**config.mk**
```make
export PLATFORM = sky130hd
export DESIGN_NAME = weight_buffer
export DESIGN_NICKNAME = d
export VERILOG_FILES = /design/src/hw/conv_pkg.sv /design/src/hw/weight_buffer.sv
export SDC_FILE = /design/constraint.sdc
export NUM_CORES = 1
export LEC_CHECK = 0
export BUFFER_PORTS_ARGS = -buffer_cell sky130_fd_sc_hd__clkbuf_2
export CORE_UTILIZATION = 60
export CTS_BUF_LIST = sky130_fd_sc_hd__clkbuf_8
export DETAILED_ROUTE_END_ITERATION = 8
export PLACE_DENSITY = 0.81
export RECOVER_POWER = 25
export SETUP_SLACK_MARGIN = 0.02
export SLEW_MARGIN = 20
export SYNTH_ARGS = -nofsm -noshare
export SYNTH_HDL_FRONTEND = slang
export SYNTH_SLANG_ARGS = --single-unit
```
**constraint.sdc**
```tcl
create_clock -name clk -period 5.1 [get_ports clk]
set_clock_uncertainty 0.05 [all_clocks]
set_input_delay 0.51 -clock clk [delete_from_list [all_inputs] [get_ports clk]]
set_output_delay 0.51 -clock clk [all_outputs]
set_load 0.005 [all_outputs]
```
**src/hw/conv_pkg.sv**
```systemverilog
package conv_pkg;

    // -------------------------------------------------------------------
    // bus and datapath widths
    // -------------------------------------------------------------------
    localparam int BUS_W          = 32;   // global buffer word
    localparam int ACT_W          = 8;    // weight / ifmap element
    localparam int PSUM_W         = 16;   // partial sum
    localparam int LANES          = BUS_W / ACT_W;   // elements per word
    localparam int PSUMS_PER_WORD = BUS_W / PSUM_W;  // psums per word

    typedef logic signed [ACT_W-1:0]  act_t;
    typedef logic signed [PSUM_W-1:0] psum_t;
    typedef logic        [BUS_W-1:0]  word_t;

    // -------------------------------------------------------------------
    // controller phases
    // -------------------------------------------------------------------
    typedef enum logic [2:0] {
        IDLE,
        WEIGHT_LOAD,
        IFMAP_LOAD,
        IPSUM_LOAD,
        COMPUTE,
        WRITEBACK,    // results into psum buffer
        OPSUM_OUT
    } ctrl_state_t;

endpackage

```
**src/hw/weight_buffer.sv**
```systemverilog
`timescale 1ns/1ps

module weight_buffer #(
    parameter int ROWS = 8,
    parameter int COLS = 8
) (
    input  logic                                         clk,
    input  logic                                         w_we,
    input  logic [$clog2(ROWS*COLS/conv_pkg::LANES)-1:0] word_idx,
    input  conv_pkg::word_t                              data_in,
    output conv_pkg::word_t                              step_weights [ROWS]
);
    import conv_pkg::*;

    localparam int WPR   = COLS / LANES;
    localparam int DEPTH = ROWS * WPR;

    word_t mem [DEPTH];   // row-major, WPR words per row

    // loaded in stream order, kept across passes
    always_ff @(posedge clk) begin
        if (w_we)
            mem[word_idx] <= data_in;
    end

    // one word per row for the current step
    always_comb begin
        for (int r = 0; r < ROWS; r++) begin
            step_weights[r] = mem[r * WPR + int'(word_idx)];
        end
    end

    a_w_depth: assert property (@(posedge clk)
        w_we |-> (int'(word_idx) < DEPTH));

endmodule

```
==> qor.csv <==
metric,value,unit
outcome,"finished, violations left",
violations,design-rule violations,
fillCellCount,2903,
vias,21800,
initial_core_util,0.613,
ios,294,
slew_violations,0,
coreArea,0.0457,mm²
irDropWorstVdd,0.205,mV
rows,78,
grt_max_degree,199,
avgRoutedWirePerCell,30.0,µm
synth_area_leaders,"edfxtp_1 (55%), mux4_2 (22%), nand3_1 (6.9%), a22oi_1 (6.9%), nand4_1 (2.1%)",
grt_pass1_wl,123,mm
setup_viol,0,
syn2layout_area_growth,12.8,%
fin_crit_sh,0.764,
clk_pin_slew,0.06,ns
fmax,257,MHz
reg_top3,mem (512),
start_kind,primary input,
post_cts_buffers,0,
drive_above_1_share,0.329,
synth_cells,1912,
dp_slack,1.30,ns
worstHoldStart,data_in[6],
arrival,3.34,ns
place.port_buffers,293,
fin_crit,3.90,ns
whs,0.248,ns
ant_nets,0,
groute.usage.overall,0.352,
fp.dieArea,0.0475,mm²
p_per_area,317,mW/mm²
critical_path.most_common_cell,clkbuf_2,
fin_tns_setup,0,ns
slowest_delay,0.90,ns
synth_top_family_by_area,multiplexers,
worst_slack,1.20,ns
cap_violations,0,
clkSinkCount,512,
cts-resized-gates,0,
nNetsFinal,2185,
cp_data_required_time,4.54,ns
synth_compound_area_frac,0.0687,
synth_mux_area_frac,0.234,
ys_seq_area_frac,0.550,
p_leak,10.9,nW
worstSetupStartpoint,word_idx[3],
root_buffer,clkbuf_8,
clk_path_buf_depth,3,
finalHoldViolations,0,
synthXorXnorAreaFrac,0.00125,
yosys.area_share.simple,0.112,
synth.avg_cell_area,14.6,µm²
cp_max_fo,28,
largest_register_ffs,512,
yosys_warnings,0,
gp_congestion,0.894,
cts_hold_buffers,0,
die_width,218,µm
dr.pass1.iters,9,
hp-class,primary input to register,
worst-setup-path-type,primary input to output pin,
yosysUniqueCellTypes,22,
numCtsBuffers,82,
relSlewSlack,0.199,
drc,2,
finalWirelength,84.4,mm
drt_iter0_markers,4280,
htreeDepth,3,
antenna_found_initial,6,
path_cells,clkbuf_2 > inv_1 > ha_1 > nor2b_4 > buf_4 > a22oi_1 > nand2_1 > clkbuf_2,
dieHeight,218,µm
critPathSlowestCell,nor2b_4,
cts_tree,yes,
yosysTopAreaCell,edfxtp_1,
synth_area,0.0280,mm²
overflow,0,
ys_seq_elements,512,
viasPerCell,7.78,
synth-adder-area-share,0.00268,
end_kind,output pin,
post-dp-hpwl,53.4,mm
synth_top_area_share,0.550,
tightest_slew,1.20,ns
synth_fp_nets,1956,
regMostFlops,mem,
utilization,0.691,
grt_pass1_vias,20500,
rsz0062_at_grt,false,
==> power breakdown <==
group | switching (mW) | internal [mW]
combinational | 1.22 | 0.778
clock | 1.62 | 1.63
sequential | 0.0395 | 4.72
total | 2.87 | 7.13
==> worst max-delay path, delay by kind of cell <==
kind | cells | cell delay (ns)
buffers and inverters | 4 | 1.09
adder cells (fa/ha/maj) | 1 | 0.47
AO/OA/AOI/OAI | 1 | 0.14
AND/OR/NAND/NOR | 2 | 1.10
==> stage by stage <==
step / instances / area [µm²] / power (mW)
finish: 2808 / 31600 / 10.0
global route: 2807 / 31600 / 10.3
CTS: 2805 / 31600 / 9.95
detailed placement: 2657 / 30100 / 6.78
global placement: 2657 / 30100 / 6.71
floorplan: 1912 / 28000 / 6.00
==> path summary, 6_finish.rpt <==
check	cells after the start	slack, ns	to
setup / recovery	8	1.20	step_weights[51]
hold / removal	1	0.25	mem[15][6]
==> synthesized netlist by cell type, drive strengths merged <==
cell and count:
xor2 2, xnor2 2, buf 67, ha 6, nor2 14, edfxtp 512
mux4 288, nor3 4, inv 4, nand3 384, nor2b 4, a22oi 256
clkbuf 136, nand2b 1, and2 2, nand2 134, nand4 96
==> placed cells by master (no fill, tap or decap), drive strengths merged <==
cell      count
xor2          2
nor3          4
inv          30
nand3       384
and2          2
ha            6
nor2         14
nor2b         4
buf          57
nand2       134
xnor2         2
nand4        96
a22oi       256
bufinv        2
clkbuf      374
mux4        288
diode         3
clkinvlp      1
clkinv       36
edfxtp      512
nand2b        1
==> final cells by class <==
class                   instances  area (µm²)  area share
well taps                     600         751      0.0238
diodes                          3        7.51    0.000238
multi-input cells            1193       11900       0.379
clock buffers                  83        1140      0.0362
repair buffers                348        1980      0.0627
flip-flops and latches        512       15400       0.487
clock inverters                65         339      0.0107
inverters                       4        22.5    0.000713
==> kinds of logic after synthesis <==
| group | Yosys count |
|---|---|
| buffers and inverters | 207 |
| flip-flops | 512 |
| multiplexers | 288 |
| XOR/XNOR | 4 |
| AND/OR/NAND/NOR | 639 |
| adder cells (fa/ha/maj) | 6 |
| AO/OA/AOI/OAI | 256 |
==> metal layers <==
| metal | share of wire | track usage | wire length [µm] | up-vias |
|---|---|---|---|---|
| met4 | 0.058 | 0.184 | 4910 | 6 |
| met1 | 0.33 | 0.470 | 27500 | 10600 |
| li1 | - | - | - | 8572 |
| met3 | 0.15 | 0.0912 | 12800 | 422 |
| met2 | 0.46 | 0.536 | 39100 | 2242 |
| met5 | 0.00095 | 0 | 80 | - |
No activity file was read; power rests on OpenSTA's default activity.
