<file path="config.mk">
export PLATFORM = sky130hd
export DESIGN_NAME = ifmap_buffer
export DESIGN_NICKNAME = d
export VERILOG_FILES = /design/src/hw/conv_pkg.sv /design/src/hw/ifmap_buffer.sv
export SDC_FILE = /design/constraint.sdc
export NUM_CORES = 1
export LEC_CHECK = 0
export BUFFER_PORTS_ARGS = -buffer_cell sky130_fd_sc_hd__buf_2
export CELL_PAD_IN_SITES_DETAIL_PLACEMENT = 1
export CELL_PAD_IN_SITES_GLOBAL_PLACEMENT = 1
export CORE_MARGIN = 3
export CORE_UTILIZATION = 47
export DETAILED_ROUTE_END_ITERATION = 10
export PLACE_DENSITY = 0.79
export SETUP_SLACK_MARGIN = 0.15
export SYNTH_ARGS = -nofsm -noshare
export SYNTH_HDL_FRONTEND = slang
export SYNTH_SLANG_ARGS = --single-unit
</file>
<file path="constraint.sdc">
create_clock -name clk -period 6.1 [get_ports clk]
set_clock_uncertainty 0.1 [all_clocks]
set_input_delay 0.915 -clock clk [delete_from_list [all_inputs] [get_ports clk]]
set_output_delay 0.915 -clock clk [all_outputs]
set_load 0.02 [all_outputs]
</file>
<file path="src/hw/conv_pkg.sv">
package conv_pkg;

    // -------------------------------------------------------------------
    // bus and datapath widths
    // -------------------------------------------------------------------
    localparam int BUS_W          = 32;   // global buffer word
    localparam int ACT_W          = 8;    // weight / ifmap element
    localparam int PSUM_W         = 16;   // partial sum
    localparam int LANES          = BUS_W / ACT_W;   // elements per word
    localparam int PSUMS_PER_WORD = BUS_W / PSUM_W;  // psums per word

    typedef logic signed [ACT_W-1:0]  act_t;
    typedef logic signed [PSUM_W-1:0] psum_t;
    typedef logic        [BUS_W-1:0]  word_t;

    // -------------------------------------------------------------------
    // controller phases
    // -------------------------------------------------------------------
    typedef enum logic [2:0] {
        IDLE,
        WEIGHT_LOAD,
        IFMAP_LOAD,
        IPSUM_LOAD,
        COMPUTE,
        WRITEBACK,    // results into psum buffer
        OPSUM_OUT
    } ctrl_state_t;

endpackage

</file>
<file path="src/hw/ifmap_buffer.sv">
`timescale 1ns/1ps

module ifmap_buffer #(
    parameter int COLS = 8
) (
    input  logic                                    clk,
    input  logic                                    if_we,
    input  logic [((COLS/conv_pkg::LANES > 1) ?
                   $clog2(COLS/conv_pkg::LANES) : 1)-1:0] word_idx,
    input  conv_pkg::word_t                         data_in,
    output conv_pkg::word_t                         step_ifmap
);
    import conv_pkg::*;

    localparam int WPR = COLS / LANES;   // words per ifmap vector

    word_t mem [WPR];

    always_ff @(posedge clk) begin
        if (if_we)
            mem[word_idx] <= data_in;   // lowest channel in low byte
    end

    // same word feeds every row
    assign step_ifmap = mem[word_idx];

endmodule

</file>
==> summary.txt <==
Yosys
  • Synthesis Warnings: 0
  • Post-synthesis simple-gate area fraction: 0.507%
  • Largest family of logic cells by synthesized area: multiplexers
  • Syn Nets: 137
  • Syn Std Cell Area: 2470 um2
  • Compound-gate portion of the synthesized area: 0%
  • XOR/XNOR Fraction of Synth Area: 0%
  • Synthesized area per cell: 24.2 um2
  • Adder-Cell Fraction of Synth Area: 0%
  • Synthesized instance count: 102
  • Share of the yosys chip area belonging to registers: 77.9%
  • Count of different cell masters after synthesis: 8
  • Mux contribution to synthesized area: 18.9%
  • Seq cells post-synth: 64

Power
  • LEAKAGE: 1.19 nW
  • Cell Pwr Density: 305 nW/um2
  • P_sw: 0.199 mW
  • Switching share of power: 21.9%
  • Power Total: 0.906 mW
  • Reg power frac: 58.0%
  • Pint: 0.708 mW
  • Clock Power Share: 30.2%
  • Comb power frac: 11.8%
  • Maximum vdd drop: 202 uV

CTS
  • Post-CTS setup buffers: 0
  • Clock Path Buffers: 2
  • Count of hold-fix buffers inserted at cts: 0
  • # resized after CTS: 0
  • Worst-path clk slew: 0.06 ns
  • Root buffer cell: clkbuf_8
  • CTS tree: built
  • Depth of the CTS H-tree: 3
  • Num CTS Buffers: 9
  • CTS sink cnt: 64

Layout
  • Final Util: 60.9%
  • ANT cells: 0
  • Largest register FFs: 64
  • Most frequent cells in the layout: buf_2 (66), edfxtp_1 (64), mux2_4 (28)
  • # nets final: 211
  • Synth-to-Final Area Change: 20.5%
  • Non-Filler Cell Area, Final: 2970 um2
  • Non-filler cells in the finished layout: 246
  • Fill cell count: 469
  • Commonest non-fill, non-tap cell in the layout: buf_2
  • Share of cells above drive strength 1: 61.5%
  • Top flop regs: mem x64
  • Biggest register: mem

Routing
  • Final WL: 4130 um
  • Routed Antenna Nets: 0
  • DRT iter0 DRCs: 86
  • Vias per inst: 4.82
  • DR WL/cell: 16.8 um
  • # DRC: 0
  • Vias: 1186
  • Pre-antenna DRT Iters: 4

Timing
  • Minimum clock period: 3.32 ns
  • Hold Violations, Final: 0
  • Worst-Margin Slew: 1.05 ns
  • Sum Neg Setup Slack: 0 ns
  • # setup viols final: 0
  • FMAX: 301 MHz
  • Slew Limit Fails: 0
  • RSZ-0062 raised after global routing: no
  • Crit share post-route: 54.4%
  • Max_slew headroom: 30.0%

Global route
  • Vias in the first global route: 1400
  • Largest net degree at the start of global routing: 35
  • Total track usage: 15.6%
  • First-pass GRT wire length: 6810 um
  • Grt ovf: 0
  • Initial antenna violation count: 0

Critical path
  • Crit Path Class: in2out
  • Delay-heaviest family, CP: buffers and inverters
  • Critical path peak fanout: 34
  • Critical-path top delay cell: buf_2
  • Critical Path Start Type: input port
  • Worst Setup End Kind: primary output
  • Worst Path Arrival: 2.30 ns
  • WP buf/inv: 2
  • Max stage delay on crit path: 0.78 ns
  • Crit-path most repeated cell: buf_2
  • Worst setup path end: step_ifmap[30]
  • Data required, critical path: 5.08 ns
  • Critical path origin: word_idx
  • Critical Path, Cell by Cell: buf_2 -> mux2_2 -> buf_2
  • CP Depth: 3

Status
  • Outcome: finished, final reports clean

Floorplanning
  • Num ports: 67
  • CORE AREA: 4880 um2
  • Starting Density: 50.5%
  • Die Ht: 78.4 um
  • Die span in x: 78.4 um
  • Rows: 25
  • Die area: 6150 um2

Run
  • Number of max-cap violations: 0

Placement
  • Gpl congestion: 0.633
  • Number of I/O port buffers: 66
  • Placed Instances: 232
  • HPWL Detailed: 2790 um
  • Post-Place Cell Area: 2830 um2

Min path
  • Hold Path Class: in2reg
==> through the flow <==
stage               hold slack (ns)  setup slack [ns]
floorplan                     0.914              2.93
global placement               1.00              2.82
detailed placement             1.01              2.79
CTS                           0.667              2.77
global route                  0.663              2.70
finish                        0.675              2.78
==> layout make-up <==
class / instances / area, um2 / share of cell area, %
Timing Repair Buffer: 67 / 338 / 11.4
Clock buffer: 12 / 135 / 4.55
Multi-Input combinational cell: 34 / 485 / 16.3
Clock inverter: 2 / 8.76 / 0.295
Sequential cell: 64 / 1920 / 64.6
Tap cell: 67 / 83.8 / 2.82
==> how the worst min path moves through the flow <==
stage,start,depth (start not counted),to,slack (ns)
6_report,data_in[3],1,mem[1][3],0.67
5_1_grt,data_in[14],1,mem[1][14],0.66
4_1_cts,data_in[13],1,mem[0][13],0.67
3_5_place_dp,data_in[26],1,mem[1][26],1.01
3_3_place_gp,data_in[28],1,mem[0][28],1.00
2_1_floorplan,data_in[0],0,mem[0][0],0.91
==> power by group through the flow <==
| stage | sequential, mW | combinational (mW) | clock [mW] |
|---|---|---|---|
| floorplan | 0.532 | 0.0735 | 0 |
| global placement | 0.532 | 0.105 | 0 |
| detailed placement | 0.535 | 0.108 | 0 |
| CTS | 0.526 | 0.108 | 0.282 |
| global route | 0.529 | 0.115 | 0.302 |
| finish | 0.525 | 0.107 | 0.274 |
==> cell usage after synthesis <==
library cell | count | area [um2]
and2_1 | 1 | 6.26
nor2b_1 | 1 | 6.26
buf_6 | 1 | 11.3
mux2_4 | 28 | 420
buf_8 | 1 | 15.0
buf_12 | 2 | 40.0
mux2_2 | 4 | 45.0
edfxtp_1 | 64 | 1920
==> logic make-up (layout without fill, tap and decap cells) <==
family,count (synthesis),in the layout
buffers and inverters,4,81
multiplexers,32,32
AND/OR/NAND/NOR,2,2
flip-flops,64,64
==> per-layer routing <==
layer  vias up  global-route usage, %  wire length (um)
met5         -                      0                 0
met3         8                   6.77               289
met1       585                   14.6              1410
li1        550                      -                 -
met4         0                   8.57                92
met2        43                   28.2              2340
Power figures use the tool's default switching activity.
