==> src/hw/conv_pkg.sv <==
package conv_pkg;

    // -------------------------------------------------------------------
    // bus and datapath widths
    // -------------------------------------------------------------------
    localparam int BUS_W          = 32;   // global buffer word
    localparam int ACT_W          = 8;    // weight / ifmap element
    localparam int PSUM_W         = 16;   // partial sum
    localparam int LANES          = BUS_W / ACT_W;   // elements per word
    localparam int PSUMS_PER_WORD = BUS_W / PSUM_W;  // psums per word

    typedef logic signed [ACT_W-1:0]  act_t;
    typedef logic signed [PSUM_W-1:0] psum_t;
    typedef logic        [BUS_W-1:0]  word_t;

    // -------------------------------------------------------------------
    // controller phases
    // -------------------------------------------------------------------
    typedef enum logic [2:0] {
        IDLE,
        WEIGHT_LOAD,
        IFMAP_LOAD,
        IPSUM_LOAD,
        COMPUTE,
        WRITEBACK,    // results into psum buffer
        OPSUM_OUT
    } ctrl_state_t;

endpackage

==> src/hw/psum_buffer.sv <==
`timescale 1ns/1ps

module psum_buffer #(
    parameter int ROWS = 8
) (
    input  logic                                               clk,
    input  logic                                               reset,
    input  logic                                               ip_we,
    input  logic                                               wb_en,
    input  logic [((ROWS/2 > 1) ? $clog2(ROWS/2) : 1)-1:0]     word_idx,
    input  logic [$clog2(ROWS+1)-1:0]                          row_en,
    input  conv_pkg::word_t                                    data_in,
    input  conv_pkg::psum_t                                    results [ROWS],
    output conv_pkg::psum_t                                    psums [ROWS],
    output conv_pkg::word_t                                    data_out
);
    import conv_pkg::*;

    // -------------------------------------------------------------------
    // ipsum in, results written back in place
    // -------------------------------------------------------------------
    always_ff @(posedge clk) begin
        if (reset) begin
            for (int r = 0; r < ROWS; r++)
                psums[r] <= '0;
        end else if (ip_we) begin
            for (int p = 0; p < PSUMS_PER_WORD; p++)   // even row in low half
                psums[PSUMS_PER_WORD * int'(word_idx) + p] <=
                    psum_t'(data_in[p*PSUM_W +: PSUM_W]);
        end else if (wb_en) begin
            for (int r = 0; r < ROWS; r++) begin
                if (r < int'(row_en))
                    psums[r] <= results[r];   // inactive rows keep old value
            end
        end
    end

    // opsum word for the current index
    always_comb begin
        for (int p = 0; p < PSUMS_PER_WORD; p++)
            data_out[p*PSUM_W +: PSUM_W] = psums[PSUMS_PER_WORD * int'(word_idx) + p];
    end

endmodule

==> config.mk <==
export PLATFORM = sky130hd
export DESIGN_NAME = psum_buffer
export DESIGN_NICKNAME = d
export VERILOG_FILES = /design/src/hw/conv_pkg.sv /design/src/hw/psum_buffer.sv
export SDC_FILE = /design/constraint.sdc
export NUM_CORES = 1
export LEC_CHECK = 0
export ABC_CLOCK_PERIOD_IN_PS = 1500
export BUFFER_PORTS_ARGS = -buffer_cell sky130_fd_sc_hd__buf_4
export CAP_MARGIN = 10
export CORE_ASPECT_RATIO = 1.4
export CORE_MARGIN = 2
export CORE_UTILIZATION = 46
export CTS_BUF_LIST = sky130_fd_sc_hd__clkbuf_2 sky130_fd_sc_hd__clkbuf_4 sky130_fd_sc_hd__clkbuf_8
export DETAILED_ROUTE_END_ITERATION = 16
export PLACE_DENSITY = 0.76
export SYNTH_ARGS = -nofsm -noshare
export SYNTH_HDL_FRONTEND = slang
export SYNTH_SLANG_ARGS = --single-unit
==> constraint.sdc <==
create_clock -name clk -period 1.5 [get_ports clk]
set_clock_uncertainty 0.05 [all_clocks]
set_input_delay 0.075 -clock clk [delete_from_list [all_inputs] [get_ports clk]]
set_output_delay 0.075 -clock clk [all_outputs]
set_load 0.005 [all_outputs]
==> results of run 1 <==
-- critical path, cell delays in order (launching register included) --
cell,delay (ps)
dfxtp_2,330
mux4_2,510
buf_6,140
-- metal layers --
metal	vias to the layer above	wire length [µm]	GRT usage	share of wire
met1	4557	12100	0.3526	0.36
met5	-	0	0	0
met4	0	1673	0.1813	0.050
met2	532	16970	0.5731	0.51
met3	124	2483	0.06146	0.075
li1	4270	-	-	-
-- power groups by stage --
| stage | clock, mW | combinational (mW) | sequential, mW |
|---|---|---|---|
| finish | 2.82 | 2.91 | 3.78 |
| global route | 3.01 | 3.07 | 3.80 |
| CTS | 2.85 | 2.79 | 3.77 |
| detailed placement | 0 | 2.36 | 3.84 |
| global placement | 0 | 2.33 | 3.84 |
| floorplan | 0 | 1.15 | 3.80 |
-- cell type report --
cell class	count	area [µm²]	share of cell area
clock inverters	6	60.06	0.004372
well taps	240	300.3	0.02186
clock buffers	24	299.0	0.02177
flip-flops and latches	128	2710	0.1973
repair buffers	572	4912	0.3576
multi-input cells	664	5454	0.3971
-- cells by family after synthesis --
logic type	after synthesis
AND/OR/NAND/NOR	352
buffers and inverters	107
flip-flops	128
AO/OA/AOI/OAI	184
multiplexers	128
-- per-stage QoR --
| stage | instances | setup WS, ps |
|---|---|---|
| after detailed placement | 1430 | -160.7 |
| final | 1634 | -45.65 |
| after global routing | 1634 | -89.52 |
| after global placement | 1430 | -169.0 |
| after CTS | 1616 | -72.24 |
| after floorplan | 899 | -114.9 |
-- final timing paths --
path / cells past startpoint / to / slack (ps)
worst min-delay path: 4 / psums[86] / 10
worst max-delay path: 2 / data_out[7] / -50
worst max register to register: 4 / psums[51] / 360
worst min register to register: 2 / psums[65] / 560
-- synthesized netlist by cell type, drive strengths merged --
cell	n
nand3b	1
nand4	16
a21o	1
a21oi	96
o21ai	1
mux4	32
buf	41
a211oi	48
nor2b	130
o22ai	2
nor2	1
a22o	2
and3b	2
or2	2
nor3	16
a31oi	32
nand2b	97
clkbuf	66
mux2	96
nor3b	1
dfxtp	128
nand4b	48
and2	2
o2bb2ai	1
or3	1
or4bb	32
nand3	1
nand2	1
o32ai	1
and3	1
-- repair_timing --
item / 4_1_cts / 5_1_grt
hold buffers: 101 / 0
resized for setup: 126 / 20
endpoints found under the setup margin: 32 / 32
hold endpoints to repair: 110 / 0
buffers inserted: 55 / 18
pin swaps: 0 / 0
==> flow_summary_export.csv, run 1 <==
group,metric,value,unit
layout,layout_common_cells,"418 x buf_4, 129 x nor2b_1, 106 x dfxtp_2",
global_routing,grt_pass1_wl,49560,µm
floorplanning,row_count,58,
detailed_routing,wl,33230,µm
power,power_density,691.8,nW/µm²
cts,cts_tree,"yes",
run_status,violations,"negative setup slack",
layout,final_common_cell,"buf_4",
place,io_buffers,329,
setup_path,start_kind,"register",
global_routing,grt_remaining_overflow,0,
global_routing,antenna_found_initial,0,
cts,cts_root_buffer,"clkbuf_8",
timing,max_slew.worst_pin.slew,343.1,ps
layout,top_register,"psums",
timing,hold_slack,13.66,ps
detailed_routing,routed_via_density,5.804,
yosys,yosysWarnings,0,
timing,max-slew-margin-rel,0.7703,
timing,fin_crit,1546,ps
power,power_frac_comb,0.306,
floorplanning,core_area,18000,µm²
power,leakagePower,5.993,nW
yosys,synth_compound_area_frac,0.1341,
yosys,syn-instance-count,899,
floorplanning,pin_count,330,
power,pwr-share-seq,0.398,
layout,largest_reg_flops,128,
layout,drive_above_1_share,0.5323,
global_routing,grt_pass1_vias,9436,
layout,num-nets-final,1553,
power,swShare,0.2854,
power,total_power,9.503,mW
cts,clock-sinks,128,
cts,clk_pin_slew,70,ps
timing,fmax,0.6470,GHz
layout,final_util,0.7632,
run_status,status,"finished, violations left",
layout,num_antenna_cells,0,
yosys,synth_top_area_frac,0.3018,
power,cell_internal_pwr,6.791,mW
yosys,synth_top_family_by_area,"simple AND/OR/NAND/NOR gates",
layout,fillers,1187,
cts,htreeDepth,4,
place,hpwl,20210,µm
yosys,yosysSeqAreaShare,0.3018,
timing,worst_slack,-45.65,ps
hold_path,hold_path.class,"in2reg",
power,peakVddDrop,0.0005132,V
layout,synthToLayoutAreaGrowth,61.80,%
timing,min_period_over_period,1.030,
yosys,synth-simple-area-share,0.2914,
yosys,yosysTopAreaCell,"dfxtp_1",
timing,setup_viol,14,
timing,tns,-269.1,ps
layout,fin_area,13740,µm²
yosys,netlist_area,8489,µm²
floorplanning,start_util,0.4717,
floorplanning,dieWidth,118.8,µm
floorplanning,dieArea,19570,µm²
yosys,ys_ff_latch,128,
detailed_routing,ant_nets,0,
layout,top_regs,"psums: 128 flops",
setup_path,startpoint,"psums[23]",
power,pwr-share-clk,0.296,
timing,rsz0062_at_grt,"true",
timing,finalHoldViolCount,0,
yosys,avgSynthCellArea,9.443,µm²
yosys,synth_xor_area_frac,0,
setup_path,cp.arrival,1420,ps
cts,clock_latency,440,ps
global_routing,grt_max_degree,68,
setup_path,required,1370,ps
setup_path,reg2reg_from,"psums[51]",
setup_path,end_kind,"output pin",
yosys,yosys-mux-area-fraction,0.2167,
run,drv_cap,0,
detailed_routing,drc_errors,0,
setup_path,crit_type,"reg2out",
hold_path,min_from,"results[86]",
floorplanning,dieHeight,164.7,µm
power,p_switching,2.712,mW
yosys,synth_area_leaders,"dfxtp_1 30%, mux2_2 11%, nor2b_1 9.6%",
yosys,synth.net_count,1069,
global_routing,grtUsageTotal,0.3194,
detailed_routing,drt_first_pass_iters,5,
detailed_routing,drt-initial-drc-count,705,
place,placed_area,11550,µm²
place,gp_congestion,0.8773,
yosys,synthAdderAreaFrac,0,
setup_path,path_max_fanout,2,
cts,cts_buffer_depth,2,
detailed_routing,vias,9483,
timing,slew_violations,0,
yosys,ys_types,37,
cts,cts_buffers,17,
detailed_routing,wl_per_cell,20.34,µm
No activity file was read; power rests on OpenSTA's default activity.
==> inputs of run 2 (changes only) <==
REMOVE_ABC_BUFFERS = 1   (was not set)
==> run 2 against run 1 <==
Compared with the run above: the flow still finishes with violations (negative setup slack); final cell count shrank 0.24%; die area is the same; clock-buffer cell count shrank 3; critical path type unchanged; largest power group unchanged.
==> flow_summary_export.csv, run 2 (synthesis gave the netlist of run 1 again) <==
group,metric,value,unit
detailed_routing,drc_errors,0,
detailed_routing,ant_nets,0,
setup_path,reg2reg_from,"psums[8]",
place,gp_congestion,0.8462,
detailed_routing,drt_first_pass_iters,5,
timing,fmax,0.6246,GHz
layout,stdcell_count,1630,
run_status,violations,"negative setup slack",
layout,final_common_cell,"buf_4",
setup_path,start_kind,"register",
detailed_routing,wl_met3,2490,µm
hold_path,min_from,"results[88]",
global_routing,grt_pass1_wl,48980,µm
detailed_routing,routed_via_density,5.812,
layout,final_util,0.7695,
layout,num-nets-final,1548,
global_routing,grt_max_degree,72,
setup_path,end_kind,"output pin",
cts,cts_root_buffer,"clkbuf_8",
setup_path,r2r_slack,30,ps
detailed_routing,wl,33330,µm
global_routing,grt_pass1_vias,9327,
floorplanning,dieHeight,164.7,µm
layout,top_regs,"psums: 128 flops",
cts,htreeDepth,4,
timing,max-slew-margin-rel,0.7712,
cts,cts_tree,"yes",
detailed_routing,wl_per_cell,20.45,µm
place,hpwl,19340,µm
setup_path,crit_type,"reg2out",
layout,layout_common_cells,"407 x buf_4, 129 x nor2b_1, 107 x dlygate4sd3_1",
floorplanning,row_count,58,
detailed_routing,wl_met1,11760,µm
setup_path,rr_worst_depth,4,
cts,clock_latency,440,ps
power,peakVddDrop,0.0005887,V
timing,tns,-420.5,ps
timing,rsz0062_at_grt,"true",
global_routing,grtUsageTotal,0.3158,
floorplanning,dieArea,19570,µm²
layout,num_antenna_cells,0,
layout,drive_above_1_share,0.5209,
floorplanning,pin_count,330,
layout,top_register,"psums",
global_routing,grt_remaining_overflow,0,
timing,finalHoldViolCount,0,
timing,worst_slack,-101.1,ps
timing,min_period_over_period,1.067,
power,leakagePower,6.032,nW
cts,cts_buffers,17,
floorplanning,start_util,0.4717,
layout,largest_reg_flops,128,
hold_path,worstHoldEndpoint,"psums[88]",
cts,cts_buffer_depth,2,
detailed_routing,top_layer_used,"met4",
timing,fin_crit,1601,ps
timing,max_slew.worst_pin.slew,343.2,ps
setup_path,r2r_end,"psums[8]",
timing,slew_violations,0,
setup_path,required,1370,ps
detailed_routing,met2WireLength,17390,µm
run,drv_cap,0,
floorplanning,core_area,18000,µm²
power,power_density,737.3,nW/µm²
cts,clk_pin_slew,80,ps
floorplanning,dieWidth,118.8,µm
run_status,status,"finished, violations left",
hold_path,whs_path_depth,4,
place,dp_cells,1417,
detailed_routing,vias,9474,
cts,clock-sinks,128,
global_routing,antenna_found_initial,0,
hold_path,hold_path.class,"in2reg",
setup_path,path_max_fanout,3,
setup_path,cp.arrival,1480,ps
layout,synthToLayoutAreaGrowth,63.14,%
timing,setup_viol,25,
detailed_routing,drt-initial-drc-count,681,
place,io_buffers,329,
run 2: area by class of cell:
type                       instances  area, µm²
clock buffer                      21      276.5
clock inverter                    10      183.9
fill                            1154       4148
multi-input combinational        664       5464
sequential                       128       2688
tap                              240      300.3
timing repair buffer             567       4937
run 2: stage by stage:
step / area [µm²] / worst slack [ps] / power, mW / hold WS (ps)
detailed placement: 11440 / -111.1 / 6.153 / 407.4
floorplan: 8014 / -515.8 / 4.669 / 97.76
finish: 13850 / -101.1 / 10.21 / 24.88
global placement: 11440 / -97.33 / 6.121 / 400.5
global route: 13850 / -130.3 / 10.56 / 30.72
CTS: 13620 / -80.05 / 10.07 / 0.5889
run 2: power by group:
| part | switching, mW | internal (mW) |
|---|---|---|
| combinational | 1.20 | 1.70 |
| sequential | 0.158 | 3.62 |
| clock | 1.43 | 2.09 |
run 2: worst max-delay path by stage:
stage	slack, ps	to	cells after the start	start
6_report	-100	data_out[28]	2	psums[108]
5_1_grt	-130	data_out[28]	2	psums[12]
4_1_cts	-80	data_out[29]	2	psums[13]
3_5_place_dp	-110	psums[113]	5	ip_we
3_3_place_gp	-100	psums[114]	5	ip_we
2_1_floorplan	-520	psums[127]	3	wb_en
run 2: what timing repair did:
| item | in CTS | in global routing |
|---|---|---|
| pin swaps | 0 | 0 |
| setup buffers | 60 | 12 |
| hold buffers | 107 | 0 |
| endpoints found under the hold margin | 118 | 0 |
| gates resized for setup | 111 | 23 |
| gates cloned | 0 | 3 |
| setup endpoints to repair | 32 | 33 |
run 2: routing by layer:
layer  vias to the layer above  global-route usage
li1                       4269                   -
met1                      4549              0.3421
met2                       537              0.5695
met3                       119             0.06802
met4                         0              0.1786
met5                         -                   0
run 2: critical path: stages (launching register included):
cell and delay (ps):
dfxtp_2 370, mux4_2 500, buf_4 160
