### config.mk
export PLATFORM = sky130hd
export DESIGN_NAME = conv_ctrl
export DESIGN_NICKNAME = d
export VERILOG_FILES = /design/src/hw/conv_pkg.sv /design/src/hw/conv_ctrl.sv
export SDC_FILE = /design/constraint.sdc
export NUM_CORES = 1
export LEC_CHECK = 0
export ABC_AREA = 0
export BUFFER_PORTS_ARGS = -buffer_cell sky130_fd_sc_hd__buf_4
export CAP_MARGIN = 0
export CORE_ASPECT_RATIO = 0.75
export CORE_UTILIZATION = 45
export CTS_CLUSTER_SIZE = 8
export DETAILED_ROUTE_END_ITERATION = 12
export PLACE_DENSITY = 0.74
export SLEW_MARGIN = 0
export SYNTH_ARGS = -nofsm -noshare
export SYNTH_HDL_FRONTEND = slang
export SYNTH_SLANG_ARGS = --single-unit
export TNS_END_PERCENT = 50
### constraint.sdc
create_clock -name clk -period 2.1 [get_ports clk]
set_clock_uncertainty 0.1 [all_clocks]
set_input_delay 0.42 -clock clk [delete_from_list [all_inputs] [get_ports clk]]
set_output_delay 0.42 -clock clk [all_outputs]
set_load 0.05 [all_outputs]
### src/hw/conv_pkg.sv
package conv_pkg;

    // -------------------------------------------------------------------
    // bus and datapath widths
    // -------------------------------------------------------------------
    localparam int BUS_W          = 32;   // global buffer word
    localparam int ACT_W          = 8;    // weight / ifmap element
    localparam int PSUM_W         = 16;   // partial sum
    localparam int LANES          = BUS_W / ACT_W;   // elements per word
    localparam int PSUMS_PER_WORD = BUS_W / PSUM_W;  // psums per word

    typedef logic signed [ACT_W-1:0]  act_t;
    typedef logic signed [PSUM_W-1:0] psum_t;
    typedef logic        [BUS_W-1:0]  word_t;

    // -------------------------------------------------------------------
    // controller phases
    // -------------------------------------------------------------------
    typedef enum logic [2:0] {
        IDLE,
        WEIGHT_LOAD,
        IFMAP_LOAD,
        IPSUM_LOAD,
        COMPUTE,
        WRITEBACK,    // results into psum buffer
        OPSUM_OUT
    } ctrl_state_t;

endpackage

### src/hw/conv_ctrl.sv
`timescale 1ns/1ps

module conv_ctrl #(
    parameter int ROWS = 8,
    parameter int COLS = 8
) (
    input  logic                                         clk,
    input  logic                                         reset,
    input  logic [$clog2(ROWS+1)-1:0]                    row_en,
    input  logic                                         valid_w,
    input  logic                                         valid_if,
    input  logic                                         valid_ip,
    input  logic                                         ready_op,
    output logic                                         ready_w,
    output logic                                         ready_if,
    output logic                                         ready_ip,
    output logic                                         valid_op,
    output logic                                         w_we,
    output logic                                         if_we,
    output logic                                         ip_we,
    output logic [$clog2(ROWS*COLS/conv_pkg::LANES)-1:0] word_idx,
    output logic                                         mac_first,
    output logic                                         mac_en,
    output logic                                         wb_en
);
    import conv_pkg::*;

    localparam int WPR   = COLS / LANES;            // words per weight row
    localparam int IDX_W = $clog2(ROWS * COLS / LANES);
    localparam int CW    = IDX_W + 1;

    ctrl_state_t      state, next_state;
    logic [IDX_W-1:0] cnt;
    logic [CW-1:0]    w_words;
    logic             w_xfer, if_xfer, ip_xfer, op_xfer;
    logic             w_last, if_last, pair_last, step_last;
    logic             phase_done;

    // -------------------------------------------------------------------
    // phase lengths from row_en
    // -------------------------------------------------------------------
    assign w_words   = CW'(row_en * WPR);
    assign w_last    = ({1'b0, cnt} == w_words - CW'(1));
    assign if_last   = (cnt == IDX_W'(WPR - 1));
    assign pair_last = (cnt == IDX_W'(row_en >> 1) - IDX_W'(1));   // ipsum and opsum
    assign step_last = (cnt == IDX_W'(WPR - 1));

    assign w_xfer  = valid_w  && ready_w;
    assign if_xfer = valid_if && ready_if;
    assign ip_xfer = valid_ip && ready_ip;
    assign op_xfer = valid_op && ready_op;

    assign phase_done = (w_xfer && w_last) || (if_xfer && if_last) ||
                        (ip_xfer && pair_last) || (op_xfer && pair_last) ||
                        (mac_en && step_last);

    always_comb begin
        next_state = state;
        unique case (state)
            IDLE:        if (valid_w) next_state = WEIGHT_LOAD;
                         else if (valid_if) next_state = IFMAP_LOAD;
            WEIGHT_LOAD: if (w_xfer && w_last) next_state = IFMAP_LOAD;
            IFMAP_LOAD:  if (if_xfer && if_last) next_state = IPSUM_LOAD;
            IPSUM_LOAD:  if (ip_xfer && pair_last) next_state = COMPUTE;
            COMPUTE:     if (step_last) next_state = WRITEBACK;
            WRITEBACK:   next_state = OPSUM_OUT;
            OPSUM_OUT:   if (op_xfer && pair_last) next_state = IDLE;
            default:     next_state = IDLE;
        endcase
    end

    always_ff @(posedge clk) begin
        if (reset) begin
            state <= IDLE;
            cnt   <= '0;
        end else begin
            state <= next_state;
            if (phase_done)
                cnt <= '0;                          // each phase counts from zero
            else if (w_xfer || if_xfer || ip_xfer || op_xfer || mac_en)
                cnt <= cnt + IDX_W'(1);
        end
    end

    // handshake and buffer controls
    assign ready_w   = (state == WEIGHT_LOAD);
    assign ready_if  = (state == IFMAP_LOAD);
    assign ready_ip  = (state == IPSUM_LOAD);
    assign valid_op  = (state == OPSUM_OUT);
    assign w_we      = w_xfer;
    assign if_we     = if_xfer;
    assign ip_we     = ip_xfer;
    assign mac_en    = (state == COMPUTE);
    assign mac_first = mac_en && (cnt == '0);   // seed from ipsum
    assign wb_en     = (state == WRITEBACK);
    assign word_idx  = cnt;                     // also the compute step

    // -------------------------------------------------------------------
    // checks
    // -------------------------------------------------------------------
    // every transfer and step lands inside its phase's word range
    a_xfer_in_phase: assert property (@(posedge clk) disable iff (reset)
        (!w_xfer || ({1'b0, cnt} < w_words)) &&
        (!(if_xfer || mac_en) || (cnt < IDX_W'(WPR))) &&
        (!(ip_xfer || op_xfer) || (cnt < IDX_W'(row_en >> 1))));

    a_row_en_ok: assert property (@(posedge clk) disable iff (reset)
        (state == IDLE && (valid_w || valid_if)) |->
            (!row_en[0] && row_en >= 2 && row_en <= ROWS));

    a_op_hold: assert property (@(posedge clk) disable iff (reset)
        (valid_op && !ready_op) |=> (valid_op && $stable(cnt)));

endmodule

==> impl_metrics.xml, run 1 <==
<?xml version="1.0" encoding="UTF-8"?>
<metrics>
  <group name="status">
    <metric name="outcome" unit="">finished, final reports clean</metric>
  </group>
  <group name="synthesis">
    <metric name="gate_count_post_synth" unit="">101</metric>
    <metric name="syn_area" unit="um^2">802</metric>
    <metric name="syn_area_per_cell" unit="um^2">7.94</metric>
    <metric name="mappedNetlistNets" unit="">117</metric>
    <metric name="synthDistinctLibCells" unit="">38</metric>
    <metric name="ys_ff_latch" unit="">7</metric>
    <metric name="synth.yosys.warnings" unit="">0</metric>
    <metric name="ys_seq_area_frac" unit="">0.175</metric>
  </group>
  <group name="routing">
    <metric name="drt_iter0_drc" unit="">27</metric>
    <metric name="drt-pass1-iter-count" unit="">4</metric>
    <metric name="ant_nets" unit="">0</metric>
    <metric name="vias" unit="">879</metric>
    <metric name="detail_route.vias_per_cell" unit="">5.63</metric>
    <metric name="drt_drc_violations_left" unit="">0</metric>
    <metric name="routed_wire_length_per_instance" unit="um">14.4</metric>
    <metric name="routed_wl" unit="um">2240</metric>
  </group>
  <group name="finish">
    <metric name="drive_gt1_frac" unit="">0.363</metric>
    <metric name="area_delta_synth_final" unit="%">38.2</metric>
    <metric name="post-route-util" unit="">0.703</metric>
    <metric name="commonest_cells_after_routing_fill_and_taps_aside" unit="">35 x buf_4, 12 x nor2_1, 8 x xor2_1</metric>
    <metric name="layout.cells.most_common" unit="">buf_4</metric>
    <metric name="final_layout_net_count" unit="">152</metric>
    <metric name="antennaDiodeCount" unit="">0</metric>
  </group>
  <group name="worst_hold_path">
    <metric name="worst_hold_path_type" unit="">primary input to flop</metric>
  </group>
  <group name="pwr">
    <metric name="p_per_area" unit="nW/um^2">969</metric>
    <metric name="static-leakage-power" unit="nW">0.553</metric>
    <metric name="vdd.ir_drop.worst" unit="uV">705</metric>
  </group>
  <group name="sta">
    <metric name="finalSetupViolCount" unit="">0</metric>
    <metric name="layout_setup_ws" unit="ns">0.0624</metric>
    <metric name="max-slew-margin-rel" unit="">0.733</metric>
    <metric name="slew_at_the_pin_closest_to_its_max_slew_limit" unit="ns">0.391</metric>
    <metric name="min_period_over_period" unit="">0.970</metric>
    <metric name="timing.final.max_slew_violations" unit="">0</metric>
    <metric name="final.setup.tns" unit="ns">0</metric>
    <metric name="clock.fmax" unit="GHz">0.491</metric>
    <metric name="final_period_minus_worst_setup_slack" unit="ns">2.04</metric>
    <metric name="timing_hold_violations_final" unit="">0</metric>
    <metric name="rsz0062_at_grt" unit="">yes</metric>
    <metric name="finalHoldWorstSlack" unit="ns">0.277</metric>
  </group>
  <group name="die">
    <metric name="die_area" unit="um^2">1960</metric>
    <metric name="die_w" unit="um">50.7</metric>
    <metric name="core_rows" unit="">12</metric>
    <metric name="fp.dieH" unit="um">38.6</metric>
    <metric name="area_of_the_core_region" unit="um^2">1580</metric>
    <metric name="io-pin-count" unit="">24</metric>
    <metric name="floorplan.initialDensity" unit="">0.509</metric>
  </group>
  <group name="global_route">
    <metric name="grt_max_degree" unit="">10</metric>
    <metric name="first_global_vias" unit="">778</metric>
    <metric name="grtUsageTotal" unit="">0.262</metric>
    <metric name="grt_pass1_wl" unit="um">3620</metric>
    <metric name="grt_overflow_total" unit="">0</metric>
    <metric name="grt_antenna_before_repair" unit="">0</metric>
  </group>
  <group name="critical_path">
    <metric name="timing.critical_path.slowest_cell_delay" unit="ns">0.51</metric>
    <metric name="worstPathMaxFanout" unit="">9</metric>
    <metric name="crit_buf_inv" unit="">1</metric>
    <metric name="critPathLaunchType" unit="">flop</metric>
    <metric name="arrival" unit="ns">1.52</metric>
    <metric name="worstPathCellList" unit="">nor3b_4, and2_1, buf_4</metric>
    <metric name="cp_slowest_cell" unit="">dfxtp_1</metric>
    <metric name="timing.critical_path.to_type" unit="">primary output</metric>
    <metric name="worstSetupPathType" unit="">flop to primary output</metric>
    <metric name="crit_family" unit="">simple AND/OR/NAND/NOR gates</metric>
    <metric name="required_time_of_the_critical_path" unit="ns">1.58</metric>
  </group>
  <group name="clock_network">
    <metric name="post_cts_hold_buffer_count" unit="">0</metric>
    <metric name="cts.htree.levels" unit="">1</metric>
    <metric name="clock_tree_from_tritoncts" unit="">done</metric>
    <metric name="clk_latency" unit="ns">0.26</metric>
    <metric name="ctsResizeCount" unit="">0</metric>
    <metric name="cts_buffer_depth" unit="">2</metric>
    <metric name="clkSinkCount" unit="">7</metric>
    <metric name="cts.root.buffer_cell" unit="">clkbuf_4</metric>
    <metric name="cts_inserted_buffers" unit="">3</metric>
    <metric name="cts_post_setup_buffers_inserted" unit="">0</metric>
    <metric name="path_clk_slew" unit="ns">0.06</metric>
  </group>
  <group name="place">
    <metric name="number_of_input_and_output_port_buffers_inserted" unit="">23</metric>
    <metric name="pre_cts_ws" unit="ns">-0.136</metric>
    <metric name="final_replace_weighted_congestion" unit="">0.884</metric>
    <metric name="hpwl" unit="um">1750</metric>
  </group>
  <group name="run">
    <metric name="cap_viol_max_count" unit="">0</metric>
  </group>
</metrics>
cells in the mapped netlist:
library cell | n | area (um^2)
and3_2 | 1 | 7.51
xor2_1 | 8 | 70.1
a21oi_1 | 2 | 10.0
a21boi_0 | 1 | 7.51
xnor3_1 | 1 | 22.5
a21boi_1 | 1 | 7.51
mux2_4 | 1 | 15.0
inv_1 | 7 | 26.3
nor2_1 | 15 | 56.3
or4_4 | 1 | 11.3
nand3b_1 | 4 | 30.0
nor3_1 | 3 | 15.0
ha_1 | 6 | 75.1
nand2_1 | 5 | 18.8
buf_6 | 1 | 11.3
nor4_1 | 1 | 6.26
o21ai_0 | 1 | 5.00
a21o_1 | 1 | 7.51
nor4bb_1 | 1 | 10.0
clkbuf_1 | 3 | 11.3
buf_2 | 1 | 5.00
a2111oi_0 | 1 | 8.76
and2_1 | 2 | 12.5
dfxtp_1 | 7 | 140
nand3_1 | 2 | 10.0
xnor2_1 | 1 | 8.76
a31oi_1 | 2 | 12.5
mux2i_1 | 2 | 20.0
a211o_1 | 2 | 17.5
nor3b_1 | 3 | 22.5
o211ai_2 | 1 | 12.5
nand4_2 | 1 | 12.5
nand4bb_2 | 1 | 16.3
o31ai_1 | 3 | 22.5
a211o_2 | 1 | 10.0
and3_1 | 2 | 12.5
o2bb2ai_1 | 1 | 8.76
nand2b_1 | 4 | 25.0
path summary, 6_finish.rpt:
kind | start | endpoint | slack, ns | depth (start not counted)
min | reset | state[2]$_SDFFE_PP0P_ | 0.28 | 2
max reg2reg | word_idx[1]$_SDFFE_PP0P_ | state[0]$_SDFFE_PP0P_ | 0.11 | 7
min reg2reg | word_idx[1]$_SDFFE_PP0P_ | word_idx[1]$_SDFFE_PP0P_ | 0.56 | 3
max | state[0]$_SDFFE_PP0P_ | w_we | 0.06 | 3
kinds of logic after synthesis:
logic type,count (synthesis),share of synthesized area
compound gates,17,0.162
xor+xnor,10,0.126
fa+ha+maj,6,0.0936
buf+inv,12,0.0671
flops,7,0.175
mux,3,0.0437
simple gates,46,0.332
layer usage:
layer | up-vias | share of wire | global-route usage
met2 | 29 | 0.47 | 0.467
met3 | 4 | 0.053 | 0.0357
li1 | 424 | - | -
met4 | 0 | 0.0085 | 0.0972
met1 | 422 | 0.47 | 0.326
met5 | - | 0 | 0
stage by stage:
| stage | instance area, um^2 | power (mW) | std cells |
|---|---|---|---|
| 2_1_floorplan | 822 | 0.711 | 101 |
| 5_1_grt | 1110 | 1.13 | 156 |
| 6_report | 1110 | 1.07 | 156 |
| 3_3_place_gp | 1080 | 0.922 | 152 |
| 3_5_place_dp | 1080 | 0.936 | 152 |
| 4_1_cts | 1110 | 1.07 | 156 |
power by group:
group          switching [mW]  internal, mW  leakage [nW]
combinational           0.427         0.311         0.481
clock                  0.0560        0.0729        0.0150
sequential             0.0442         0.163        0.0570
worst reg2reg max path, delay by kind of cell, from the launching register on:
family,cells,cell delay (ns)
multiplexers,1,0.33
AO/OA/AOI/OAI,1,0.15
AND/OR/NAND/NOR,3,0.78
buffers and inverters,1,0.07
adder cells (fa/ha/maj),1,0.15
flip-flops,1,0.31
state kept, by name, indices dropped and copies added (netlist names):
signal,flops
state,3
word_idx,4
layout make-up:
| cell class | instances | area, um^2 |
|---|---|---|
| multi-input cells | 82 | 627 |
| fillers | 131 | 468 |
| repair buffers | 35 | 263 |
| flip-flops and latches | 7 | 140 |
| clock buffers | 4 | 26.3 |
| inverters | 7 | 26.3 |
| well taps | 21 | 26.3 |
Note: power is estimated with default switching activity, not from simulation.
==> inputs of run 2 (changes only) <==
--- a/config.mk
+++ b/config.mk
@@ -6,13 +6,12 @@
 export NUM_CORES = 1
 export LEC_CHECK = 0
 export ABC_AREA = 0
-export BUFFER_PORTS_ARGS = -buffer_cell sky130_fd_sc_hd__buf_4
 export CAP_MARGIN = 0
 export CORE_ASPECT_RATIO = 0.75
 export CORE_UTILIZATION = 45
 export CTS_CLUSTER_SIZE = 8
 export DETAILED_ROUTE_END_ITERATION = 12
-export PLACE_DENSITY = 0.74
+export DONT_BUFFER_PORTS = 1
 export SLEW_MARGIN = 0
 export SYNTH_ARGS = -nofsm -noshare
 export SYNTH_HDL_FRONTEND = slang
==> impl_metrics.xml, run 2 (synthesis gave the netlist of run 1 again) <==
<?xml version="1.0" encoding="UTF-8"?>
<metrics>
  <group name="critical_path">
    <metric name="worstPathMaxFanout" unit="">9</metric>
    <metric name="crit_buf_inv" unit="">2</metric>
    <metric name="timing.critical_path.slowest_cell_delay" unit="ns">0.38</metric>
    <metric name="timing.critical_path.to_type" unit="">primary output</metric>
    <metric name="reg2reg_depth" unit="">5</metric>
    <metric name="regToRegEndpoint" unit="">word_idx[0]$_SDFFE_PP0P_</metric>
    <metric name="worstPathCellList" unit="">buf_4, nor3b_4, and2_4, buf_4</metric>
    <metric name="arrival" unit="ns">1.46</metric>
    <metric name="crit_family" unit="">simple AND/OR/NAND/NOR gates</metric>
    <metric name="required_time_of_the_critical_path" unit="ns">1.58</metric>
    <metric name="critical_path.reg2reg.startpoint" unit="">word_idx[3]$_SDFFE_PP0P_</metric>
    <metric name="critPathLaunchType" unit="">flop</metric>
    <metric name="cp_slowest_cell" unit="">dfxtp_1</metric>
    <metric name="r2r_setup_slack" unit="ns">0.17</metric>
    <metric name="cp_common_cell" unit="">buf_4</metric>
    <metric name="worstSetupPathType" unit="">flop to primary output</metric>
  </group>
  <group name="global_route">
    <metric name="grt_overflow_total" unit="">0</metric>
    <metric name="grt_pass1_wl" unit="um">3460</metric>
    <metric name="grt_antenna_before_repair" unit="">0</metric>
    <metric name="first_global_vias" unit="">757</metric>
    <metric name="grt_max_degree" unit="">10</metric>
    <metric name="grtUsageTotal" unit="">0.254</metric>
  </group>
  <group name="die">
    <metric name="fp.dieH" unit="um">38.6</metric>
    <metric name="area_of_the_core_region" unit="um^2">1580</metric>
    <metric name="die_w" unit="um">50.7</metric>
    <metric name="die_area" unit="um^2">1960</metric>
    <metric name="io-pin-count" unit="">24</metric>
    <metric name="core_rows" unit="">12</metric>
    <metric name="floorplan.initialDensity" unit="">0.509</metric>
  </group>
  <group name="pwr">
    <metric name="p_per_area" unit="nW/um^2">1000</metric>
    <metric name="static-leakage-power" unit="nW">0.496</metric>
    <metric name="seq_power_share" unit="">0.202</metric>
    <metric name="pwr-share-clk" unit="">0.124</metric>
    <metric name="vdd.ir_drop.worst" unit="uV">695</metric>
    <metric name="power.switching_fraction" unit="">0.495</metric>
    <metric name="internal_power" unit="uW">525</metric>
    <metric name="combPwrFrac" unit="">0.674</metric>
    <metric name="total_switching_power" unit="uW">514</metric>
  </group>
  <group name="status">
    <metric name="outcome" unit="">finished, final reports clean</metric>
  </group>
  <group name="finish">
    <metric name="final_layout_net_count" unit="">138</metric>
    <metric name="num-fill-cells" unit="">136</metric>
    <metric name="largest_reg_flops" unit="">4</metric>
    <metric name="antennaDiodeCount" unit="">0</metric>
    <metric name="commonest_cells_after_routing_fill_and_taps_aside" unit="">19 x buf_4, 12 x nor2_1, 8 x xor2_1</metric>
    <metric name="drive_gt1_frac" unit="">0.306</metric>
    <metric name="area_delta_synth_final" unit="%">29.2</metric>
    <metric name="layout.cells.most_common" unit="">buf_4</metric>
    <metric name="final_cell_count_no_fill" unit="">142</metric>
  </group>
  <group name="routing">
    <metric name="detail_route.vias_per_cell" unit="">5.65</metric>
    <metric name="ant_nets" unit="">0</metric>
    <metric name="drt-pass1-iter-count" unit="">4</metric>
    <metric name="drt_drc_violations_left" unit="">0</metric>
    <metric name="routed_wl" unit="um">2090</metric>
    <metric name="routed_wire_length_per_instance" unit="um">14.7</metric>
    <metric name="vias" unit="">802</metric>
    <metric name="drt_iter0_drc" unit="">29</metric>
  </group>
  <group name="run">
    <metric name="cap_viol_max_count" unit="">0</metric>
  </group>
  <group name="sta">
    <metric name="clock.fmax" unit="GHz">0.505</metric>
    <metric name="timing_hold_violations_final" unit="">0</metric>
    <metric name="finalSetupViolCount" unit="">0</metric>
    <metric name="finalHoldWorstSlack" unit="ns">0.142</metric>
    <metric name="timing.final.max_slew_violations" unit="">0</metric>
    <metric name="rsz0062_at_grt" unit="">no</metric>
    <metric name="final_period_minus_worst_setup_slack" unit="ns">1.98</metric>
    <metric name="max-slew-margin-rel" unit="">0.614</metric>
    <metric name="min_period_over_period" unit="">0.943</metric>
    <metric name="slew_at_the_pin_closest_to_its_max_slew_limit" unit="ns">0.565</metric>
  </group>
  <group name="place">
    <metric name="hpwl" unit="um">1720</metric>
    <metric name="final_replace_weighted_congestion" unit="">0.809</metric>
    <metric name="number_of_input_and_output_port_buffers_inserted" unit="">0</metric>
    <metric name="place.detailed.instances" unit="">138</metric>
  </group>
  <group name="worst_hold_path">
    <metric name="worstHoldPathCells" unit="">1</metric>
    <metric name="worst_hold_path_type" unit="">primary input to flop</metric>
    <metric name="worstHoldStart" unit="">reset</metric>
    <metric name="min_to" unit="">state[2]$_SDFFE_PP0P_</metric>
  </group>
  <group name="clock_network">
    <metric name="cts_buffer_depth" unit="">2</metric>
    <metric name="clk_latency" unit="ns">0.26</metric>
    <metric name="path_clk_slew" unit="ns">0.05</metric>
    <metric name="cts_post_setup_buffers_inserted" unit="">0</metric>
    <metric name="cts.root.buffer_cell" unit="">clkbuf_4</metric>
    <metric name="clock_tree_from_tritoncts" unit="">done</metric>
    <metric name="cts_inserted_buffers" unit="">3</metric>
    <metric name="clkSinkCount" unit="">7</metric>
    <metric name="post_cts_hold_buffer_count" unit="">0</metric>
    <metric name="cts.htree.levels" unit="">1</metric>
  </group>
</metrics>
## run 2: cell count changes in the layout (fill, tap and decap cells not counted)
cell | before | now
nor3b_2 | 0 | 1
and2_1 | 2 | 1
buf_4 | 35 | 19
nor3b_1 | 2 | 1
buf_12 | 0 | 2
and2_4 | 0 | 1
## run 2: cell type report
cell class | instances | area (um^2) | area share
Multi-Input combinational cell | 82 | 634 | 0.612
Timing Repair Buffer | 21 | 183 | 0.176
Sequential cell | 7 | 140 | 0.135
Clock buffer | 4 | 26.3 | 0.0254
Inverter | 7 | 26.3 | 0.0254
Tap cell | 21 | 26.3 | 0.0254
## run 2: worst max-delay path by stage
stage | start | to | slack, ns | cells past startpoint
after floorplan | word_idx[0]$_SDFFE_PP0P_ | state[0]$_SDFFE_PP0P_ | -0.14 | 6
after global placement | row_en[1] | word_idx[3]$_SDFFE_PP0P_ | -0.07 | 7
after detailed placement | row_en[1] | word_idx[2]$_SDFFE_PP0P_ | -0.11 | 7
after CTS | state[1]$_SDFFE_PP0P_ | w_we | 0.04 | 4
after global routing | state[2]$_SDFFE_PP0P_ | mac_first | 0.01 | 5
final | state[1]$_SDFFE_PP0P_ | w_we | 0.12 | 4
## run 2: routing by layer
metal  global-route usage  up-vias  routed length (um)
li1                     -      396                   -
met4               0.0625        0                  13
met3               0.0714        2                 149
met1                0.343      375                1030
met5                    0        -                   0
met2                0.400       29                 894
## run 2: worst reg2reg max path, delay by kind of cell (launching register included)
family                 cells  cell delay (ns)
buffers and inverters      1             0.17
flip-flops                 1             0.37
AO/OA/AOI/OAI              2             0.58
AND/OR/NAND/NOR            2             0.59
## run 2: power groups by stage
stage	Clock [mW]	Combinational, mW	Sequential, mW
floorplan	0	0.472	0.240
global placement	0	0.682	0.209
detailed placement	0	0.693	0.210
CTS	0.134	0.695	0.207
global route	0.144	0.752	0.216
finish	0.129	0.701	0.210
## run 2: repair_timing
item,CTS,global route
endpoints found under the hold margin,0,0
endpoints found under the setup margin,0,2
resized for setup,0,2
## run 2: per-stage QoR
step / utilization / cell area [um^2] / power [mW] / setup slack (ns) / setup TNS (ns)
global placement: 0.636 / 1000 / 0.890 / -0.0683 / -0.304
finish: 0.657 / 1040 / 1.04 / 0.119 / 0
CTS: 0.652 / 1030 / 1.04 / 0.0385 / 0
global route: 0.657 / 1040 / 1.11 / 0.0140 / 0
floorplan: - / 822 / 0.711 / -0.136 / -0.354
detailed placement: 0.636 / 1000 / 0.903 / -0.108 / -0.545
